File: config.mk
export PLATFORM = sky130hd
export DESIGN_NAME = bitonic_merge_network
export DESIGN_NICKNAME = d
export VERILOG_FILES = /design/src/logic/record_pkg.sv /design/src/logic/bitonic_merge_network.sv
export VERILOG_INCLUDE_DIRS = /design/src /design/src/logic
export SDC_FILE = /design/constraint.sdc
export NUM_CORES = 1
export LEC_CHECK = 0
export BUFFER_PORTS_ARGS = -buffer_cell sky130_fd_sc_hd__clkbuf_2
export CAP_MARGIN = 10
export CORE_AREA = 2 2 198 200
export DETAILED_ROUTE_END_ITERATION = 8
export DIE_AREA = 0 0 200 202
export PLACE_DENSITY = 0.61
export SETUP_SLACK_MARGIN = 0.2
export SLEW_MARGIN = 20
export SYNTH_ARGS = -nofsm -noshare
export SYNTH_HDL_FRONTEND = slang
export SYNTH_SLANG_ARGS = --single-unit
File: constraint.sdc
create_clock -name vclk -period 12.9
set_input_delay 1.935 -clock vclk [all_inputs]
set_output_delay 1.935 -clock vclk [all_outputs]
set_load 0.01 [all_outputs]
File: src/logic/merge_cfg.svh
`ifndef MERGE_CFG_SVH
`define MERGE_CFG_SVH

// --------------------
// Record geometry
// --------------------

// Key and value widths in bits
`define MERGE_KEY_WIDTH   16
`define MERGE_VALUE_WIDTH 16

// Records per tuple, the network depth follows from it
`define MERGE_TUPLE_SIZE  4

// --------------------
// Buffering
// --------------------

// Default entries in each tuple FIFO
`define MERGE_FIFO_DEPTH  16

`endif

File: src/logic/record_pkg.sv
`include "merge_cfg.svh"

package record_pkg;

   // --------------------
   // Record
   // --------------------

   // One sort record, compared by key only
   typedef struct packed {
      logic [`MERGE_KEY_WIDTH-1:0]   key;
      logic [`MERGE_VALUE_WIDTH-1:0] value;
   } record_t;

   // --------------------
   // Tuple
   // --------------------

   // Records in ascending key order, element 0 has the smallest key
   typedef record_t [`MERGE_TUPLE_SIZE-1:0] tuple_t;

   // Key that a producer uses to flush the merger
   localparam logic [`MERGE_KEY_WIDTH-1:0] KEY_MAX = '1;

endpackage

File: src/logic/bitonic_merge_network.sv
`timescale 1ns/1ps
`include "merge_cfg.svh"

module bitonic_merge_network (
   input  record_pkg::tuple_t i_held,
   input  record_pkg::tuple_t i_new,
   output record_pkg::tuple_t o_low,
   output record_pkg::tuple_t o_high
);

   localparam int TS     = `MERGE_TUPLE_SIZE;
   localparam int N      = 2 * TS;
   localparam int LEVELS = $clog2(N);

   // lvl[0] is the bitonic input, lvl[LEVELS] is sorted
   record_pkg::record_t lvl [LEVELS+1][N];

   // --------------------
   // Bitonic input and compare-exchange
   // --------------------

   // Held ascending, then new reversed into descending order
   // Distances TS, TS/2 .. 1, whole records move so values stay with keys
   always_comb begin
      for (int i = 0; i < TS; i++) begin
         lvl[0][i]      = i_held[i];
         lvl[0][TS + i] = i_new[TS - 1 - i];
      end
      for (int k = 0; k < LEVELS; k++) begin
         for (int i = 0; i < N; i++) begin
            if ((i & (TS >> k)) == 0) begin
               if (lvl[k][i + (TS >> k)].key < lvl[k][i].key) begin
                  lvl[k+1][i]             = lvl[k][i + (TS >> k)];
                  lvl[k+1][i + (TS >> k)] = lvl[k][i];
               end else begin
                  lvl[k+1][i]             = lvl[k][i];
                  lvl[k+1][i + (TS >> k)] = lvl[k][i + (TS >> k)];
               end
            end
         end
      end
   end

   // Split the sorted eight into halves
   always_comb begin
      for (int i = 0; i < TS; i++) begin
         o_low[i]  = lvl[LEVELS][i];
         o_high[i] = lvl[LEVELS][TS + i];
      end
   end

endmodule

# Word level (Yosys, flattened, before mapping)
# Cells that the tools add are included.
# word_totals
register_bits	0
in_bits	256
out_inout_bits	256
wordCells	32
# classes
n_lt_le_gt_ge	12
mux	20
# op_table
op	count
$mux 32	16
$mux 64	4
$lt 16x16->1	12

# Longest topological paths before layout
# depth
ltp_word	6
depth_mapped	34
mapped_depth_nobuf	29

# Worst setup path before layout
# Ideal clock, no wire load.
# synth_timing
kind	input-to-output
start	in i_held[62] in the netlist's numbering
end	out o_low[0] in the netlist's numbering
t_arrival_ps	8610
required_ps	10965
slack_ps	2355
stages	31
n_path_buf	5
cell_sequence	inv_1 ha_1 nand4_1 or4_1 a221oi_1 or4_1 buf_2 buf_1 mux2i_1 ha_1 a21o_1 a21oi_1 nor2b_1 a2111oi_0 o21ai_0 a21oi_1 buf_2 buf_2 mux2i_1 ha_1 a21o_1 a21o_1 a21oi_1 nor2_1 a2111oi_0 nor2_1 a211oi_1 nand3_1 a2bb2oi_2 buf_4 mux2_1
# synth_lines
item	line_no	rtl
start, declared	bitonic_merge_network.sv:5	input record_pkg::tuple_t i_held,
end, declared	bitonic_merge_network.sv:7	output record_pkg::tuple_t o_low,

==> metrics.md <==
| Metric | Value |
|---|---|
| Cells after Synth | `about 1600` |
| Worst-margin pin slew | `about 0.90 ns` |
| Drt drc | `0` |
| Drt pass-1 iters | `5` |
| Crit path max-delay cell type | `a2111oi_0` |
| Worst Setup SP | `i_held[62]` |
| Routability cong. | `1.005` |
| Vias | `between 10000 and 15000` |
| Crit path max fanout | `44` |
| Detailed Place HPWL | `~52000 um` |
| Buffers on Ports | `slightly above 500` |
| Cell Rows | `72` |
| Buf/Inv on CP | `4` |
| Ys Warns | `0` |
| Endpoints failing hold | `0` |
| Routed length per placed instance | `approximately 23 um` |
| Critical path class | `in2out` |
| Grt total ovfl | `0` |
| Post-CTS setup buffer count | `0` |
| Share of layout cells above drive strength 1 | `35.12%` |
| Filler instances | `roughly 3900` |
| Status | `completed` |
| First-pass GRT wire length | `approximately 84000 um` |
| Startpoint Class | `primary input` |
| P&R area growth vs syn | `22.87%` |
| I/O Pins | `512` |
| Clock buf count | `0` |
| DIE HEIGHT | `202 um` |
| Final Non-Filler Cells | `between 2000 and 3000` |
| Minimum clock period after layout | `between 10 and 15 ns` |
| CORE AREA | `0.03829 sq mm` |
| FF/Latch Area | `0 sq um` |
| Tcrit/Tclk final | `roughly 94%` |
| Most common cell after layout, fill and taps aside | `clkbuf_2` |
| Yosys top cell area share | `approximately 33%` |
| Inst Count DP | `between 2000 and 3000` |
| Final ANT Viol Nets | `0` |
| Hold Path Origin | `i_new[64]` |
| Sequential area share after synthesis | `0%` |
| Critical path capture point type | `output port` |
| Hold WS | `approximately 4.5 ns` |
| Hold Path Class | `in2out` |
| Cell taking the most area after synthesis | `mux2i_1` |
| DRT Wirelength | `58410 um` |
| Syn Area/Cell | `8.308 sq um` |
| Drt initial violations | `972` |
| Most frequent cells in the layout | `clkbuf_2, mux2i_1, inv_1` |
| RSZ-0062 raised after global routing | `false` |
| Hold_buf cts | `0` |
| # resized after CTS | `0` |
| Max-cap violations | `0` |
| Largest net degree at the start of global routing | `65` |
| Setup violators final | `0` |
| Initial antenna violation count | `2` |
| Crit path DAT | `between 10 and 15 ns` |
| Total die area | `0.04040 sq mm` |
| Cell area after synthesis | `0.01321 sq mm` |
| Max Slew Vio Count | `0` |
| Slew margin rel. | `between 30% and 40%` |
| Area contributors post-synth | `mux2i_1, ha_1, mux2_2, mux2_1, inv_1` |
| Syn Nets | `between 2000 and 2500` |
| Yosys cell types | `62` |
| Vias in the first global route | `about 13000` |
| Worst Path Required | `10.97 ns` |
| Die Wd | `about 200 um` |
| FFs & Latches | `0` |
| Drt via density | `5.550` |
| GRT Overall Usage | `between 20 and 30%` |
| CP peak stage delay | `a little under 0.7 ns` |
| Fmax | `between 80 and 90 MHz` |
| Fin Setup TNS | `0 ns` |
| Crit-path leading delay family | `compound AO/OA/AOI/OAI gates` |
| Final layout net count | `approximately 2500` |
| Initial Utilization | `~35%` |
synthesized netlist by cell type (3+ instances only):
master and instances:
buf_6 5, nor2b_1 11, nor2_1 88, a211oi_1 8, buf_4 13, nor4_1 3, nand2b_1 10, nand3_1 10
ha_1 178, and4_1 3, o211ai_1 4, buf_2 30, nand2_1 32, nand4_1 28, mux2_1 96, o21a_1 4
mux2_2 166, inv_1 185, a21o_1 23, buf_1 8, nor3_1 3, a2111oi_0 7, a21oi_1 120, mux2i_1 442
o21ai_0 41, clkbuf_1 29
path summary, 6_finish.rpt:
kind                    end  cells after the start  slack [ns]
setup / recovery   o_low[1]                     29        0.80
hold / removal    o_high[0]                      5        4.45
worst min-delay path, stage by stage:
cell	delay, ns
clkbuf_2	0.09
mux2i_1	0.07
mux2i_1	0.15
mux2_1	0.15
clkbuf_2	0.12
layout make-up:
class	instances	area [sq um]	share of cell area, %
Timing Repair Buffer	531	2730	16.82
Antenna cell	2	5.005	0.03083
Multi-Input combinational cell	1320	12150	74.88
Inverter	185	694.4	4.278
Tap cell	518	648.1	3.993
through the flow:
| stage | instance area (sq um) | utilization [%] | setup slack [ns] |
|---|---|---|---|
| after floorplan | 13210 | - | 2.355 |
| after global placement | 16230 | 42.38 | 1.090 |
| after detailed placement | 16230 | 42.38 | 0.9095 |
| after CTS | 16230 | 42.38 | 0.9085 |
| after global routing | 16230 | 42.39 | 0.2483 |
| final | 16230 | 42.40 | 0.7976 |
layer usage:
metal	part of all wire [%]	wire, um	vias up	GRT usage, %
met2	45	26020	508	44.30
met4	2.9	1717	0	6.561
met1	46	27120	6841	38.85
met5	0	0	-	0
met3	6.1	3546	89	3.321
li1	-	-	6748	-
kinds of logic (layout without fill, tap and decap cells):
logic type / Yosys count / in the layout / share of synthesized area, %
mux: 706 / 706 / 56.04
buf+inv: 270 / 716 / 8.610
compound gates: 237 / 237 / 11.25
simple gates: 198 / 198 / 7.161
fa+ha+maj: 179 / 179 / 16.94
other cells: 0 / 2 / 0
