<file path="config.mk">
export PLATFORM = sky130hd
export DESIGN_NAME = merge_control
export DESIGN_NICKNAME = d
export VERILOG_FILES = /design/src/logic/record_pkg.sv /design/src/logic/merge_ctrl_pkg.sv /design/src/logic/merge_control.sv
export VERILOG_INCLUDE_DIRS = /design/src /design/src/logic
export SDC_FILE = /design/constraint.sdc
export NUM_CORES = 1
export LEC_CHECK = 0
export BUFFER_PORTS_ARGS = -buffer_cell sky130_fd_sc_hd__buf_2
export CAP_MARGIN = 5
export CORE_AREA = 2 2 103 105
export DETAILED_ROUTE_END_ITERATION = 16
export DIE_AREA = 0 0 105 107
export PLACE_DENSITY_LB_ADDON = 0.05
export SETUP_SLACK_MARGIN = 0.3
export SLEW_MARGIN = 20
export SYNTH_ARGS = -nofsm -noshare
export SYNTH_HDL_FRONTEND = slang
export SYNTH_SLANG_ARGS = --single-unit
</file>
<file path="constraint.sdc">
create_clock -name i_clk -period 9.49 [get_ports i_clk]
set_clock_uncertainty 0.1 [all_clocks]
set_input_delay 2.847 -clock i_clk [delete_from_list [all_inputs] [get_ports i_clk]]
set_output_delay 2.847 -clock i_clk [all_outputs]
set_load 0.005 [all_outputs]
</file>
<file path="src/logic/merge_cfg.svh">
`ifndef MERGE_CFG_SVH
`define MERGE_CFG_SVH

// --------------------
// Record geometry
// --------------------

// Key and value widths in bits
`define MERGE_KEY_WIDTH   16
`define MERGE_VALUE_WIDTH 16

// Records per tuple, the network depth follows from it
`define MERGE_TUPLE_SIZE  4

// --------------------
// Buffering
// --------------------

// Default entries in each tuple FIFO
`define MERGE_FIFO_DEPTH  16

`endif

</file>
<file path="src/logic/record_pkg.sv">
`include "merge_cfg.svh"

package record_pkg;

   // --------------------
   // Record
   // --------------------

   // One sort record, compared by key only
   typedef struct packed {
      logic [`MERGE_KEY_WIDTH-1:0]   key;
      logic [`MERGE_VALUE_WIDTH-1:0] value;
   } record_t;

   // --------------------
   // Tuple
   // --------------------

   // Records in ascending key order, element 0 has the smallest key
   typedef record_t [`MERGE_TUPLE_SIZE-1:0] tuple_t;

   // Key that a producer uses to flush the merger
   localparam logic [`MERGE_KEY_WIDTH-1:0] KEY_MAX = '1;

endpackage

</file>
<file path="src/logic/merge_ctrl_pkg.sv">
package merge_ctrl_pkg;

   // --------------------
   // Control state
   // --------------------

   // ST_EMPTY until the first tuple sits in the held register
   typedef enum logic [0:0] {
      ST_EMPTY = 1'b0,
      ST_RUN   = 1'b1
   } merge_state_t;

   // --------------------
   // Issue word
   // --------------------

   // valid is also the dequeue of the chosen input FIFO
   typedef struct packed {
      logic valid;
      logic from_a;
      // First take only fills the held register
      logic load_only;
   } merge_issue_t;

endpackage

</file>
<file path="src/logic/merge_control.sv">
`timescale 1ns/1ps
`include "merge_cfg.svh"

module merge_control (
   input  logic                                   i_clk,
   input  logic                                   i_reset,
   input  record_pkg::tuple_t                     i_a_head,
   input  record_pkg::tuple_t                     i_b_head,
   input  logic                                   i_a_empty,
   input  logic                                   i_b_empty,
   input  logic [$clog2(`MERGE_FIFO_DEPTH+1)-1:0] i_out_free,
   output merge_ctrl_pkg::merge_issue_t           o_issue
);

   localparam int FREE_W = $clog2(`MERGE_FIFO_DEPTH + 1);

   // Output register plus one tuple on its way into the output FIFO
   localparam logic [FREE_W-1:0] MIN_FREE = FREE_W'(3);

   merge_ctrl_pkg::merge_state_t state;
   merge_ctrl_pkg::merge_state_t state_next;

   logic a_lte_b;
   logic room;
   logic take;

   // --------------------
   // Selection
   // --------------------

   // Smaller first key wins, A wins a tie
   assign a_lte_b = (i_a_head[0].key <= i_b_head[0].key);

   assign room = (i_out_free >= MIN_FREE);

   // Both heads must be present, or the choice could be wrong
   assign take = ~i_reset & ~i_a_empty & ~i_b_empty & room;

   assign o_issue.valid     = take;
   assign o_issue.from_a    = a_lte_b;
   assign o_issue.load_only = take & (state == merge_ctrl_pkg::ST_EMPTY);

   // --------------------
   // State
   // --------------------

   always_comb begin
      state_next = state;
      case (state)
         merge_ctrl_pkg::ST_EMPTY: begin
            if (take) begin
               state_next = merge_ctrl_pkg::ST_RUN;
            end
         end
         merge_ctrl_pkg::ST_RUN: begin
            state_next = merge_ctrl_pkg::ST_RUN;
         end
         default: begin
            state_next = merge_ctrl_pkg::ST_EMPTY;
         end
      endcase
   end

   always_ff @(posedge i_clk) begin
      if (i_reset) begin
         state <= merge_ctrl_pkg::ST_EMPTY;
      end else begin
         state <= state_next;
      end
   end

endmodule

</file>
### Yosys cells after proc, flatten, opt, wreduce, memory -nomap -nowiden

Cells that the tools add are included.

| storage, ports and cells | value |
|---|---|
| flip-flop bits (word level) | 1 |
| output and inout bits | 3 |
| input port bits | 265 |

| cells by class | value |
|---|---|
| bitwise gates (word level) | 8 |
| magnitude comparators | 2 |
| muxes and demuxes | 2 |

Operator list:

| operator | number |
|---|---|
| $le A16 B16 Y1 | 1 |
| $ge A5 B2 Y1 const B | 1 |
| $and A1 B1 Y1 | 4 |
| $not A1 Y1 | 4 |
| $pmux W1 S2 | 1 |
| $mux W1 | 1 |

### Logic depth before layout (Yosys ltp)

Gate-level depths: netlist of run 1.

| logic depth | value |
|---|---|
| depth in word-level cells | 6 |
| depth in mapped cells | 7 |
| mapped depth without buffers | 6 |

### Worst setup path before layout of run 1

Ideal clock, no wire load.

| path | value |
|---|---|
| path type | input-to-output |
| start point | input i_b_head[30] (netlist bit) |
| end point | output o_issue[1] (netlist bit) |
| cell stages on the path | 7 |
| buffers on the path | 1 |
| slack | 2491 ps |
| data arrival time | 4052 ps |
| data required time | 6543 ps |
| path through | inv_1 ha_1 a21oi_1 nand2_1 a221o_1 o31ai_2 buf_4 |

| on the way | value |
|---|---|
| word-level cells in the longest chain between the ends | 1 |

Ends and longest elaborated chain:

| element | line | text |
|---|---|---|
| start, declared | merge_control.sv:8 | `input record_pkg::tuple_t i_b_head,` |
| $le A16 B16 Y1 | merge_control.sv:32 | `assign a_lte_b = (i_a_head[0].key <= i_b_head[0].key);` |
| end, declared | merge_control.sv:12 | `output merge_ctrl_pkg::merge_issue_t o_issue` |

Every way passes these cells.

==> impl_results.md, run 1 <==
- Worst-skew pair later-pin latency: 0 ns
- Status: finished clean
- Hpwl dp: 1660 um
- Final WL: 1710 um
- I/O pin total: 268
- Die width: 105 um
- Syn Inst Count: 64
- Pleak: 0.442 nW
- Slew HR: 70.3%
- CP endpoint kind: output pin
- Vias per cell: 2.17
- PortBufs: 43
- Final hold vios: 0
- Max Slew Vio Count: 0
- WHS: 0.361 ns
- First-pass GRT wire length: 2570 um
- RSZ-0062 raised after global routing: false
- Tot GR Track Use: 2.83%
- Crit path time final: 7.28 ns
- Initial cell density of the core: 4.70%
- Placed insts: 241
- Setup bufs post-CTS: 0
- Chip height: 107 um
- Yosys warns: 0
- Least-Margin Pin Slew: 0.434 ns
- Largest regs: state x1
- Worst EP required: 6.54 ns
- Met2 Use GR: 3.99%
- Max Cap Viol: 0
- DIE AREA: 0.0112 mm2
- Worst EP arrival: 4.33 ns
- Unique masters post-synth: 19
- DRT iter0 DRCs: 11
- CP Max Fanout: 3
- Clk pin slew, worst setup/hold paths: 0 ns
- Vias in the first global route: 533
- # setup viols final: 0
- WL/cell: 7.08 um
- Most flop-heavy register: state
- Vias: 522
- Met1 usage: 4.63%
- Row count: 37
- Hold buffers post-CTS: 0
- Startpoint Class: input port
- Post-Syn Area: 474 um2
- Syn nets: 345
- Residual DRC: 0
- Yosys top cell area share: 42.2%
- Non-Filler Instances: 241
- Synth Area per Inst: 7.41 um2
- Core area: 0.0101 mm2
- Pwr Density: 35.8 mW/mm2
- Routability cong.: 0.619
- Final period util: 76.7%
- GR Util met3: 0.486%
- Min-delay worst type: flop to flop
- Peak VDD IR: 0.0000202 V
- ANT cells: 0
- Largest register FFs: 1
- Pre-antenna DRT Iters: 2
- Register area share after synthesis: 4.22%
- Critical path class: input port to output pin
- Most used routing layer: met1
- Commonest cells after routing, fill and taps aside: buf_2 (43), inv_1 (16), ha_1 (16)
- Initial antenna violation count: 0
- Nets: 388
- Fmax: 137 MHz
- Synth top area cells: ha_1 (42%), inv_1 (13%), a21oi_1 (6.3%), dfxtp_1 (4.2%), nand4_1 (4.0%)
- # resized after CTS: 0
- DRT antenna net count: 0
- Most common cell after layout, fill and taps aside: buf_2
- Largest net degree at the start of global routing: 4
- Area leader, netlist: ha_1
- Share of cells above drive strength 1: 43.8%
- Total negative setup slack: 0 ns
- GRT overflow: 0
- Yosys reg bits: 1
- Area Growth Syn to Fin: 78.1%
[cell families (layout without fill, tap and decap cells)]
family	Yosys count	after routing	share of synthesized area, %
compound gates	13	13	19.0
fa+ha+maj	16	16	42.2
buf+inv	18	59	15.8
flops	1	1	4.22
simple gates	16	16	18.7
[worst paths after layout]
check,startpoint,to,slack [ns],cells after the start
max,i_a_head[30],o_issue[1],2.21,7
min,state,state,0.36,2
max reg2reg,state,state,8.84,2
min reg2reg,state,state,0.36,2
[power breakdown]
part	switching, mW	total (mW)	leakage (nW)	internal [mW]
clock	0	0	0	0
combinational	0.0122	0.0256	0.434	0.0134
sequential	0.0000966	0.00461	0.00819	0.00451
total	0.0123	0.0302	0.442	0.0180
[Yosys cell counts, drive strengths merged]
master / n
o21ai: 2
nor2: 3
a21boi: 1
nor4: 2
buf: 2
inv: 16
a221o: 1
nand2: 3
and2: 1
dfxtp: 1
a2111oi: 1
nand4: 3
a21o: 1
a21oi: 6
nor2b: 2
nand3: 2
ha: 16
o31ai: 1
[metal layers]
| layer | up-vias | share of wire [%] |
|---|---|---|
| li1 | 302 | - |
| met1 | 190 | 55 |
| met2 | 30 | 36 |
| met3 | 0 | 8.7 |
| met4 | 0 | 0 |
| met5 | - | 0 |
[layout make-up]
cell class,count,area [um2]
fillers,1234,9250
inverters,16,60.1
multi-input cells,45,379
flip-flops and latches,1,20.0
well taps,136,170
repair buffers,43,215
[critical path, cell delays in order]
cell	delay, ns
buf_2	0.10
ha_1	0.31
nand4_1	0.18
nor2_1	0.09
a221o_1	0.36
o31ai_2	0.26
buf_2	0.17
[per-stage QoR]
stage               instance area, um2  power (mW)  utilization (%)  setup WS [ns]
finish                             845      0.0302             8.37           2.21
global placement                   845      0.0311             8.37           2.22
floorplan                          474      0.0182                -           2.49
CTS                                845      0.0311             8.37           2.16
detailed placement                 845      0.0309             8.37           2.16
global route                       845      0.0342             8.37           2.06
Power figures use the tool's default switching activity.
==> run 2: changes to the inputs <==
CORE_AREA = 2 2 104 106   (was 2 2 103 105)
DIE_AREA = 0 0 106 108   (was 0 0 105 107)
clock period = 6.95 ns   (was 9.49 ns; I/O delays follow)
==> run 2 against run 1 <==
Effect of this change:
- sequential share of layout area did not move
- hold slack worse by 0.0061 ns
- final area is the same
- final cell count did not move
- register-to-register slack worse by 2.5 ns
- die area is 1.9% higher
- sequential cell count did not move
- via count is 5.0% higher
- global-route usage is 0.32 points higher
==> impl_results.md, run 2 (synthesis results as in run 1) <==
- # resized after CTS: 0
- Max Cap Viol: 0
- Met1 usage: 4.33%
- GRT overflow: 0
- WL/cell: 7.61 um
- ANT cells: 0
- Vias per cell: 2.27
- Total power: 0.0410 mW
- Largest net degree at the start of global routing: 4
- Worst path cell trace: buf_2 -> inv_1 -> ha_1 -> nand4_1 -> nor4_2 -> a21boi_2 -> o31ai_2 -> buf_2
- Row count: 37
- CP endpoint kind: output pin
- Largest register FFs: 1
- Most used routing layer: met2
- CP max stage delay: 0.38 ns
- Largest regs: state x1
- Hpwl dp: 1800 um
- R2R cell count: 2
- DIE AREA: 0.0114 mm2
- Max Slew Vio Count: 0
- CP Max Fanout: 3
- Vias in the first global route: 556
- Tot GR Track Use: 3.16%
- Critical path class: input port to output pin
- Residual DRC: 0
- Die width: 106 um
- Cell area after layout: 845 um2
- Core area: 0.0102 mm2
- Fmax: 174 MHz
- Pleak: 0.442 nW
- Share of cells above drive strength 1: 43.8%
- Total negative setup slack: 0 ns
- Initial cell density of the core: 4.63%
- Vias: 548
- Nets: 388
- Initial antenna violation count: 0
- Final hold vios: 0
- Final period util: 82.6%
- Min-delay worst type: flop to flop
- # setup viols final: 0
- Startpoint Class: input port
- CP dominant cell by count: buf_2
- Area Growth Syn to Fin: 78.1%
- Hold buffers post-CTS: 0
- DP Area: 845 um2
- Routability cong.: 0.674
- Status: finished clean
- PortBufs: 43
- I/O pin total: 268
- Clk pin slew, worst setup/hold paths: 0 ns
- Final WL: 1830 um
- Worst-skew pair later-pin latency: 0 ns
- Chip height: 108 um
- Hold depth: 2
- Setup bufs post-CTS: 0
- Slowest CP cell: nor4_2
- Most flop-heavy register: state
- DRT iter0 DRCs: 12
- DRT antenna net count: 0
- Worst EP arrival: 3.55 ns
- Most common cell after layout, fill and taps aside: buf_2
- Slew HR: 71.3%
- First-pass GRT wire length: 2890 um
- Met2 Use GR: 5.02%
- Pre-antenna DRT Iters: 4
- RSZ-0062 raised after global routing: false
- Least-Margin Pin Slew: 0.427 ns
- Commonest cells after routing, fill and taps aside: buf_2 (43), inv_1 (16), ha_1 (16)
- Pwr Density: 48.6 mW/mm2
- GR Util met3: 1.21%
- Peak VDD IR: 0.0000246 V
- Crit path time final: 5.74 ns
- Worst EP required: 4.76 ns
## run 2: cell counts in the layout (fill, tap and decap cells not counted)
Identical to the previous run, type by type.
## run 2: metal layers
layer	up-vias	share of wire, %	routed length [um]
met5	-	0	0
met4	0	0	0
met3	0	13	241
met2	30	39	717
met1	215	48	875
li1	303	-	-
## run 2: power by group
group	total (mW)	internal (mW)	leakage, nW	switching [mW]
clock	0	0	0	0
combinational	0.0347	0.0183	0.434	0.0164
sequential	0.00630	0.00616	0.00819	0.000133
## run 2: stage by stage
step                instances  util [%]  hold WS [ns]  setup slack, ns
finish                    241      8.25         0.355             1.21
global route              241      8.25         0.419             1.06
CTS                       241      8.25         0.364             1.14
detailed placement        241      8.25         0.364             1.14
global placement          241      8.25         0.356             1.16
floorplan                  64         -         0.341             1.48
## run 2: layout make-up
type / count / area, um2
Timing Repair Buffer: 43 / 215
Sequential cell: 1 / 20.0
Multi-Input combinational cell: 45 / 379
Fill cell: 1209 / 9390
Inverter: 16 / 60.1
Tap cell: 136 / 170
## run 2: worst paths after layout
path | start | to | slack (ns)
hold / removal | state | state | 0.35
hold reg to reg | state | state | 0.35
setup / recovery | i_b_head[30] | o_issue[1] | 1.21
setup reg to reg | state | state | 6.32
## run 2: worst max-delay path: cells and delay by family
family | cells | cell delay, ns
buffers and inverters | 3 | 0.25
adders and majority gates | 1 | 0.31
AOI/OAI and AO/OA | 2 | 0.33
and+or+nand+nor | 2 | 0.58
