File: src/logic/merge_cfg.svh
`ifndef MERGE_CFG_SVH
`define MERGE_CFG_SVH

// --------------------
// Record geometry
// --------------------

// Key and value widths in bits
`define MERGE_KEY_WIDTH   16
`define MERGE_VALUE_WIDTH 16

// Records per tuple, the network depth follows from it
`define MERGE_TUPLE_SIZE  4

// --------------------
// Buffering
// --------------------

// Default entries in each tuple FIFO
`define MERGE_FIFO_DEPTH  16

`endif

File: src/logic/record_pkg.sv
`include "merge_cfg.svh"

package record_pkg;

   // --------------------
   // Record
   // --------------------

   // One sort record, compared by key only
   typedef struct packed {
      logic [`MERGE_KEY_WIDTH-1:0]   key;
      logic [`MERGE_VALUE_WIDTH-1:0] value;
   } record_t;

   // --------------------
   // Tuple
   // --------------------

   // Records in ascending key order, element 0 has the smallest key
   typedef record_t [`MERGE_TUPLE_SIZE-1:0] tuple_t;

   // Key that a producer uses to flush the merger
   localparam logic [`MERGE_KEY_WIDTH-1:0] KEY_MAX = '1;

endpackage

File: src/logic/tuple_fifo.sv
`timescale 1ns/1ps
`include "merge_cfg.svh"

module tuple_fifo #(
   parameter int DEPTH = `MERGE_FIFO_DEPTH
) (
   input  logic                        i_clk,
   input  logic                        i_reset,
   input  record_pkg::tuple_t          i_data,
   input  logic                        i_enq,
   input  logic                        i_deq,
   output record_pkg::tuple_t          o_data,
   output logic                        o_empty,
   output logic                        o_full,
   output logic [$clog2(DEPTH+1)-1:0]  o_free
);

   localparam int PTR_W = $clog2(DEPTH);
   localparam int CNT_W = $clog2(DEPTH + 1);

   record_pkg::tuple_t mem [DEPTH];

   logic [PTR_W-1:0] wr_ptr;
   logic [PTR_W-1:0] rd_ptr;
   logic [CNT_W-1:0] count;
   logic             do_enq;
   logic             do_deq;

   assign do_deq = i_deq & ~o_empty;
   // A full FIFO still takes a word when the head leaves in the same cycle
   assign do_enq = i_enq & (~o_full | do_deq);

   // --------------------
   // Pointers and count
   // --------------------

   always_ff @(posedge i_clk) begin
      if (i_reset) begin
         wr_ptr <= '0;
         rd_ptr <= '0;
         count  <= '0;
      end else begin
         if (do_enq) begin
            wr_ptr <= wr_ptr + 1'b1;
         end
         if (do_deq) begin
            rd_ptr <= rd_ptr + 1'b1;
         end
         if (do_enq && !do_deq) begin
            count <= count + 1'b1;
         end else if (do_deq && !do_enq) begin
            count <= count - 1'b1;
         end
      end
   end

   // Storage
   always_ff @(posedge i_clk) begin
      if (do_enq) begin
         mem[wr_ptr] <= i_data;
      end
   end

   // Head is visible before it is dequeued
   assign o_data  = mem[rd_ptr];
   assign o_empty = (count == '0);
   assign o_full  = (count == CNT_W'(DEPTH));
   assign o_free  = CNT_W'(DEPTH) - count;

endmodule

File: config.mk
export PLATFORM = sky130hd
export DESIGN_NAME = tuple_fifo
export DESIGN_NICKNAME = d
export VERILOG_FILES = /design/src/logic/record_pkg.sv /design/src/logic/tuple_fifo.sv
export VERILOG_INCLUDE_DIRS = /design/src /design/src/logic
export SDC_FILE = /design/constraint.sdc
export NUM_CORES = 1
export LEC_CHECK = 0
export BUFFER_PORTS_ARGS = -buffer_cell sky130_fd_sc_hd__buf_2
export CELL_PAD_IN_SITES_DETAIL_PLACEMENT = 0
export CELL_PAD_IN_SITES_GLOBAL_PLACEMENT = 2
export CORE_UTILIZATION = 38
export DETAILED_ROUTE_END_ITERATION = 16
export PLACE_DENSITY_LB_ADDON = 0.1
export SLEW_MARGIN = 20
export SYNTH_ARGS = -nofsm -noshare
export SYNTH_HDL_FRONTEND = slang
export SYNTH_SLANG_ARGS = --single-unit
File: constraint.sdc
create_clock -name i_clk -period 19.9 [get_ports i_clk]
set_clock_uncertainty 0.2 [all_clocks]
set_input_delay 0.995 -clock i_clk [delete_from_list [all_inputs] [get_ports i_clk]]
set_output_delay 0.995 -clock i_clk [all_outputs]
set_load 0.05 [all_outputs]
After elaboration in Yosys (flattened, before gate mapping)
Memory sizes are Yosys's and may differ from the RTL's. A register that Yosys moved wholly into a read port is not among the register bits.
Index checks and enable logic that the tools add are counted.
Word-level totals
  bits in registers: 13
  latch bits: 0
  bits in writable memories: 2048
  ROM bits: 0
  output and inout bits: 135
  word-level logic and storage cells: 27
  memories: 1
Memory list
  mem: words 16, bits a word 128, read ports 1, clocked after memory_dff 1, write ports 1, line tuple_fifo.sv:21  | record_pkg::tuple_t mem [DEPTH];
Cells by class
  add/sub/neg operators: 5
  multipliers: 0
  div/mod/pow operators: 0
  order comparisons: 0
  eq/ne operators: 1
  shift-type cells: 0
  mux-type cells: 6
  bitwise operators: 5
  reduce and logical (&&, ||, !) cells: 6
Operators with widths (number)
  5-bit 2-to-1 mux: 2
  4-bit by 1-bit adder with 4-bit output, second input constant: 2
  4-bit 2-to-1 mux: 2
  5-bit by 1-bit adder with 5-bit output, second input constant: 1
  5-bit equality test, second input constant: 1
  5-bit zero test: 1
  5-bit by 1-bit subtractor with 5-bit output, second input constant: 1
  5-bit subtractor, first input constant: 1
  1-bit bitwise AND: 2
  1-bit logical AND: 2
  1-bit zero test: 2
  1-bit 2-to-1 mux: 2
  1-bit inverter: 2
  2-bit nonzero test: 1
  1-bit OR: 1

Longest topological paths before layout
Gate-level depths: netlist of the first run.
  depth in word-level cells: 9
  gate-level depth with buffers: 15
  gate-level depth less buffers: 14

Worst setup path after synthesis of the first run
No wires, ideal clock.
  kind: register to register
  start point: reg count[0]
  end point: mem mem[0][0] (netlist bit) (enable)
  library setup time: 0.772 ns
  arrival time: 10.777 ns
  required time: 18.928 ns
  slack: 8.151 ns
  cell stages (with the launch flop): 11
  path buffers: 1
  period minus slack after synthesis: 11.749 ns
  path through: dfxtp_1 > inv_1 > ha_1 > nor3b_1 > ha_1 > nor2b_1 > clkbuf_1 > inv_1 > a21boi_2 > nand2_1 > nor3_1
On the way
  cells in the longest elaborated chain, start to end: 7
Ends and longest elaborated chain
  start: declaration: line tuple_fifo.sv:25  | logic [CNT_W-1:0] count;
  start signal: assignment: line tuple_fifo.sv:50  | count <= count + 1'b1;
  start signal: assignment: line tuple_fifo.sv:52  | count <= count - 1'b1;
  5-bit zero test: line tuple_fifo.sv:66  | assign o_empty = (count == '0);
  named net o_empty: line tuple_fifo.sv:13  | output logic o_empty,
  1-bit inverter: line tuple_fifo.sv:29  | assign do_deq = i_deq & ~o_empty;
  1-bit bitwise AND: line tuple_fifo.sv:29
  1-bit OR: line tuple_fifo.sv:31  | assign do_enq = i_enq & (~o_full | do_deq);
  1-bit bitwise AND: line tuple_fifo.sv:31
  named net do_enq: line tuple_fifo.sv:26  | logic do_enq;
  1-bit 2-to-1 mux: line tuple_fifo.sv:59  | if (do_enq) begin
  1-bit 2-to-1 mux (not written as such): line tuple_fifo.sv:60  | mem[wr_ptr] <= i_data;
  end: declaration: line tuple_fifo.sv:21
The timed path passes the listed nets, and every way through them passes these cells.

==> summary by stage, run 1 <==
Synthesis
In the post-synthesis netlist, the biggest area contributors are edfxtp_1 (80%), mux4_2 (15%), a22oi_1 (1.9%). Summing the sequential cell areas from Yosys gives 80.0% of the chip area. The synthesized netlist devotes 0.125% of its cell area to XOR and XNOR gates. The yosys synthesis warning count is 0. The number of different library cells in the post-synthesis netlist is 36.

The most used flip-flop cell after synthesis is edfxtp_1. The cell area that synthesis handed to floorplanning was 77,300 sq um. The share of synthesized cell area in and, or, nand and nor gates is 1.02%. The post-synthesis adder-cell area fraction is 0.236%.

The register bit count reported by yosys is 2,065. The synthesized netlist devotes 2.49% of its cell area to compound gates. The total nets after synthesis is 3,396. The largest family of logic cells by synthesized area is multiplexers.

Yosys mapped a number of flops with a built-in enable equal to 2,048. Dividing the synthesized area by the synthesized cell count gives 23.8 sq um. The fraction of synthesized cell area taken by the top area cell type is 79.5%. The multiplexer fraction of the synthesized cell area is 14.9%. The fraction of registers with async set/reset is 0%.

After technology mapping, the gate count stands at 3,250. The leading area contributor after synthesis is edfxtp_1.

Clock network
The number of H-tree levels is 4. After clock tree synthesis, the setup repair step added 0 buffers. The TritonCTS sink count is 2,065. The root buffer cell is clkbuf_16. The number of buffers inserted for hold repair after clock tree synthesis is 0. After clock tree synthesis, the repair step resized 0 gates.

TritonCTS built the clock tree. The maximum clock insertion buffer count is 3. Clock-pin slew was measured on the worst setup and hold paths at 60 ps. The clock latency of the later-clocked register in the worst-skew pair is 840 ps.

The CTS buffer count is 217.

Die
The chip width is 453 um. The die extent in y is 453 um. 267 I/O pins were placed. The placeable core area is 202,000 sq um.

The effective utilization at floorplan is 38.3%. The initialized floorplan defines 165 standard-cell rows. The die covers 205,000 sq um.

Layout
The multi-input combinational cells in the finished layout cover a total of 14,700 sq um. The area occupied by registers is 61,900 sq um. The synthesis-to-finish area growth is 14.8%. After the last flow step, the layout net total stands at 3,789. Of the cells placed in the final design, the portion with a size suffix greater than 1 is 31.0%. The number of non-filler instances in the completed layout is 6,500. Counting the fill cells in the layout gives 17,100.

Critical path
The worst setup path is captured at an output port. The worst setup slack for register-to-register paths is 14,200 ps. The largest fanout of any net on the critical path is 40. For the worst flop-to-flop path, the logic depth is 12. The critical path is of the flip-flop to output port type.

The nature of the critical path startpoint is a flip-flop. Data arrives at the worst endpoint at 5990 ps. The critical path endpoint is o_data[49]. The worst register-to-register path ends at mem[1][102]$_DFFE_PP_. The required arrival time at the worst endpoint is 18,700 ps.

The start of the worst register-to-register path is count[0]$_SDFFE_PP0P_.

Timing
The setup TNS is 0 ps. The number of slew-limit violations in the final report is 0. At the pin with the least slew margin, the transition time is 1150 ps. Setup repair after global routing left no endpoint under its margin. Subtracting the final worst setup slack from the clock period gives 7190 ps. The maximum operating frequency is 0.139 GHz.

The relative slew slack is 23.0%. The worst slack on hold paths is 308 ps. The final number of setup-violating endpoints is 0.

The portion of the clock cycle consumed by the worst path in the final layout is 36.1%. The number of failing hold endpoints at the final stage came to 0.

GRT
The number of global-route vias before repair is 38,800. Across every metal layer, demand over resource in global routing totals 19.6%. The pin count of the biggest net entering global routing is 91. For this run the aggregate overflow at the end of global routing stands at 0. The number of antenna violations at the first check in global routing was 47.

The first-pass GRT wire length is 284 mm.

Pwr
After layout, the design draws a total of 11.3 mW. For this design the ratio of total power to cell area is 127 nW/um^2. Summed over all cells, the static leakage comes to 27.5 nW. VDD sags by at most 0.115 mV.

Placement
The routability congestion estimate from global placement is 0.704. The detailed placement HPWL is 101 mm. The cell count after placement is 6,095. In this run the tool buffered the top-level ports with 266 buffer cells.

Route
In this run, the number of DRC markers left after iteration 0 of detailed routing was 3,014. The number of detailed-route iterations in the first pass is 7. The final wirelength is 199 mm.

In the routed design, unresolved DRC markers number 0. The routed layout has 35,700 vias. The average detailed-routed wire length per instance is 30.7 um. The average vias per placed instance is 5.49. The count of antenna-violating nets left after detailed routing is 0.

Flow run
The max-capacitance violation count is 0.

Worst hold path
The class of the tightest hold or removal check is flip-flop to flip-flop.

Status
The flow ran to the end, and the final reports show no timing, DRC or antenna violations.
per-layer routing:
layer	vias up	routed length, um	global-route usage (%)
met4	24	4460	5.48
met1	19700	85900	26.6
met3	305	8700	3.02
met2	904	100000	32.8
li1	14800	-	-
met5	-	156	0
critical path, cell delays in order, from the launching register on:
cell and delay [ps]:
dfxtp_4 800, buf_4 680, buf_4 760, buf_4 790
buf_4 780, mux4_2 600, a22oi_1 200, nand2_1 160
buf_2 250
cell type report:
cell class	instances	area share (%)
antenna	8	0.0225
clock buffer	268	6.38
clock inverter	128	1.26
inverter	9	0.0380
multi-input combinational	1000	16.5
sequential	2065	69.6
tap	2672	3.76
timing repair buffer	350	2.35
cells in the mapped netlist (all sizes together) (2+ instances only):
master / instances
o22ai: 56
ha: 13
nor3: 5
nand2: 110
nor2b: 4
xnor2: 5
edfxtp: 2048
buf: 102
xor2: 6
mux4: 512
inv: 9
nand2b: 6
clkbuf: 74
nor2: 58
or2: 2
dfxtp: 17
and2: 2
a22oi: 200
o211ai: 2
a21oi: 5
nand3b: 2
flip-flops by register name, summed over array words and instances (netlist names), named ones only:
register	count
count	5
wr_ptr	4
rd_ptr	4
mem	2048
cells by family (layout without fill, tap and decap cells):
group | Yosys count | after routing
compound gates | 267 | 267
xor+xnor | 11 | 11
fa+ha+maj | 14 | 14
buf+inv | 185 | 755
flops | 2065 | 2065
mux | 514 | 514
other cells | 0 | 8
simple gates | 194 | 194
metrics by stage:
step	cell area (sq um)	utilization [%]	setup WS, ps
2_1_floorplan	77300	-	8150
3_3_place_gp	82000	40.5	13210
3_5_place_dp	82000	40.6	13160
4_1_cts	88800	43.9	12190
5_1_grt	88800	43.9	12030
6_report	88800	43.9	12710
layout by cell type, fill, tap and decap left out, types with 45 or more instances in the layout:
| cell | instances |
|---|---|
| a22oi_1 | 200 |
| buf_2 | 266 |
| buf_4 | 73 |
| clkbuf_1 | 49 |
| clkbuf_16 | 219 |
| clkinv_1 | 53 |
| edfxtp_1 | 2048 |
| mux4_2 | 512 |
| nand2_1 | 110 |
| nor2_1 | 45 |
| o22ai_1 | 56 |
where the power goes:
| group | switching (mW) | internal, mW | total (mW) | leakage (nW) |
|---|---|---|---|---|
| clock network | 1.65 | 2.21 | 3.86 | 3.30 |
| logic | 1.51 | 0.921 | 2.43 | 5.57 |
| registers | 0.0599 | 4.91 | 4.97 | 18.6 |
how the worst min path moves through the flow:
stage / from / endpoint / slack [ps] / depth (start not counted)
2_1_floorplan: rd_ptr[1]$_SDFFE_PP0N_ / flip-flop / 260 / 2
4_1_cts: i_data[93] / mem[4][93]$_DFFE_PP_ / 230 / 1
6_report: rd_ptr[1]$_SDFFE_PP0N_ / flip-flop / 310 / 2
3_5_place_dp: rd_ptr[1]$_SDFFE_PP0N_ / flip-flop / 300 / 2
3_3_place_gp: rd_ptr[1]$_SDFFE_PP0N_ / flip-flop / 290 / 2
5_1_grt: i_data[37] / mem[3][37]$_DFFE_PP_ / 280 / 1
Note: power is estimated with default switching activity, not from simulation.
==> run 2, diff against run 1 <==
- clock period: 19.9 -> 7.2 ns (I/O delays scaled with it)
==> summary by stage, run 2 (synthesized netlist as in run 1, its figures left out) <==
Timing
The number of failing hold endpoints at the final stage is 0. The transition time at the pin with the least slew margin is 1090 ps. The worst-case setup margin in the final layout is 2430 ps. The portion of the clock cycle consumed by the worst path in the final layout is 66.3%.

The final critical-path required period is 4770 ps. The relative slew slack is 27.0%. For this run, the top clock speed supported by timing is 0.209 GHz. Setup repair after global routing left no endpoint under its margin. The number of slew-limit violations in the final report is 0. After routing, the total negative slack on setup checks comes to 0 ps.

The final number of setup-violating endpoints is 0.

Critical path
By instance count, the cell type seen most on the critical path is buf_4. The longest individual stage delay on the worst path is 770 ps. The worst setup path is launched from a flip-flop. The start of the worst register-to-register path is count[0]$_SDFFE_PP0P_. The kind of end point of the critical path is an output port. The type of the worst setup path is flip-flop to output port.

The setup check on the worst reg-to-reg path leaves a slack of 2770 ps. The required arrival time at the worst endpoint is 6640 ps. The critical path endpoint is o_data[81]. The number of cells traversed by the worst register-to-register path is 10. Along the worst path, the maximum fanout reaches 43. The worst register-to-register path ends at mem[5][105]$_DFFE_PP_. At the worst endpoint, the arrival time is 4210 ps. The signal on the critical path passes through nor2_4, buf_4, buf_4, a22oi_1, nand2_1, buf_2. The worst-path cell with the longest stage delay is nor2_4.

Placement
Summing all placed instances gives a cell area of 82,100 sq um. At the end of routability-driven placement, the weighted congestion stood at 0.706. The cell count after placement is 6,071. The HPWL after detailed placement is 94.8 mm. The worst slack at placement is 2730 ps. The count of input and output buffers is 266.

Pwr
The static leakage power is 28.1 nW. The worst-case IR drop observed on VDD is 0.278 mV. For this design the ratio of total power to cell area is 349 nW/um^2.

Flow run
The tool flagged a number of max-cap violations equal to 0.

Route
After the first detailed-routing iteration, the DRC count stood at 2,768. The detail route stage leaves a number of antenna-violating nets equal to 0. The number of remaining DRC errors is 0.

In the routed layout, each cell is associated on average with a via count of 5.36. For this block, the routed nets add up to 187 mm of wire. The average detailed-routed wire length per instance is 28.3 um. The number of detailed-route iterations in the first pass is 5. The final route contains 35,400 vias.

Worst hold path
The class of the tightest hold or removal check is input port to flip-flop.

Layout
From synthesis to final layout, the design area changed by 16.8%. The largest registers in the layout are mem: 2048 flops, count: 5 flops. After routing the design area is 90,300 sq um.

The total of fill cells in the finished design is 16,900. Leaving out fill and tap cells, the most frequent cells in the layout are edfxtp_1 (2,048), mux4_2 (512), buf_2 (266), clkbuf_16 (221), a22oi_1 (200). The register with the most flip-flops in the final layout is mem.

The register with the most flip-flops in the layout has 2,048 of them. The number of non-filler instances in the completed layout is 6,603. The commonest non-fill, non-tap cell in the layout is edfxtp_1.

The final net count is 3,895. The post-route netlist has 29.8% of its cells at a drive strength greater than 1.

Die
The standard-cell row count is 165. The die is 453 um wide. For this design the top-level I/O count stands at 267. After floorplanning, the core was sized to cover 202,000 sq um. The die is 453 um tall. The area of the die is 205,000 sq um. The initial utilization of the core area, before any placement, comes to 38.3%.

Clock network
The number of instances resized during post-cts repair is 0. The clock tree from TritonCTS is yes. The clock latency of the later-clocked register in the worst-skew pair is 830 ps. The CTS buffer count is 215. The CTS clock-pin slew for the worst setup and hold paths is 60 ps. The root buffer cell is clkbuf_16.

The number of H-tree levels is 4. The tree built by TritonCTS fans out to 2,065 sinks. The maximum clock insertion buffer count is 3.

GRT
The total congestion overflow after global routing is 0. The overall fraction of global-route tracks in use is 18.3%. The number of global-route vias before repair is 38,100. The first-pass GRT wire length is 270 mm. The number of antenna violations at the first check in global routing is 21.

The pin count of the biggest net entering global routing is 129.

Status
The flow ran to the end, and the final reports show no timing, DRC or antenna violations.
[run 2: cell types whose count changed in the layout (fill, tap and decap cells not counted), sizes merged]
cell         delta
clkbuf         -16
bufinv          +6
clkinv         +12
diode           -4
inv             -3
buf            -24
dlygate4sd3   +132
[run 2: worst min path at each step]
stage | startpoint | endpoint | cells after the start
2_1_floorplan | i_reset | flip-flop | 1
3_3_place_gp | rd_ptr[1]$_SDFFE_PP0N_ | flip-flop | 2
3_5_place_dp | rd_ptr[1]$_SDFFE_PP0N_ | flip-flop | 2
4_1_cts | i_data[72] | mem[8][72]$_DFFE_PP_ | 2
5_1_grt | i_data[72] | mem[8][72]$_DFFE_PP_ | 2
6_report | i_data[1] | mem[14][1]$_DFFE_PP_ | 2
[run 2: per-stage QoR]
step                      hold slack, ps  util (%)  power, mW
after floorplan                      232         -       19.2
after global placement               291      40.6       21.0
after detailed placement             294      40.6       21.0
after CTS                            165      44.7       32.0
after global routing                 214      44.7       32.7
final                                250      44.7       31.5
[run 2: critical path: cells and delay by family, from the launching register on]
kind / cells / cell delay (ps)
simple gates: 2 / 990
flops: 1 / 560
compound gates: 1 / 140
buf+inv: 3 / 1620
[run 2: metal layers]
| layer | track usage (%) | wire length [um] | vias up |
|---|---|---|---|
| met3 | 2.88 | 7760 | 297 |
| met2 | 31.3 | 95500 | 798 |
| li1 | - | - | 15000 |
| met5 | 0 | 57 | - |
| met4 | 5.05 | 4300 | 12 |
| met1 | 24.4 | 79600 | 19300 |
[run 2: what timing repair did]
| item | in CTS | in global routing |
|---|---|---|
| hold buffers | 132 | 0 |
| hold endpoints to repair | 2065 | 0 |
| setup buffers | 0 | 0 |
[run 2: where the power goes]
group | internal (mW) | leakage, nW | switching, mW
combinational | 2.64 | 6.04 | 4.27
sequential | 13.6 | 18.6 | 0.176
clock | 6.32 | 3.39 | 4.52
total | 22.5 | 28.1 | 8.97
[run 2: cell type report]
| class | instances | area, sq um | share of cell area [%] |
|---|---|---|---|
| Inverter | 9 | 33.8 | 0.0374 |
| Multi-Input combinational cell | 1000 | 14700 | 16.3 |
| Clock buffer | 252 | 5650 | 6.25 |
| Timing Repair Buffer | 458 | 3490 | 3.86 |
| Clock inverter | 143 | 1270 | 1.41 |
| Antenna cell | 4 | 10.0 | 0.0111 |
| Tap cell | 2672 | 3340 | 3.70 |
| Sequential cell | 2065 | 61900 | 68.5 |
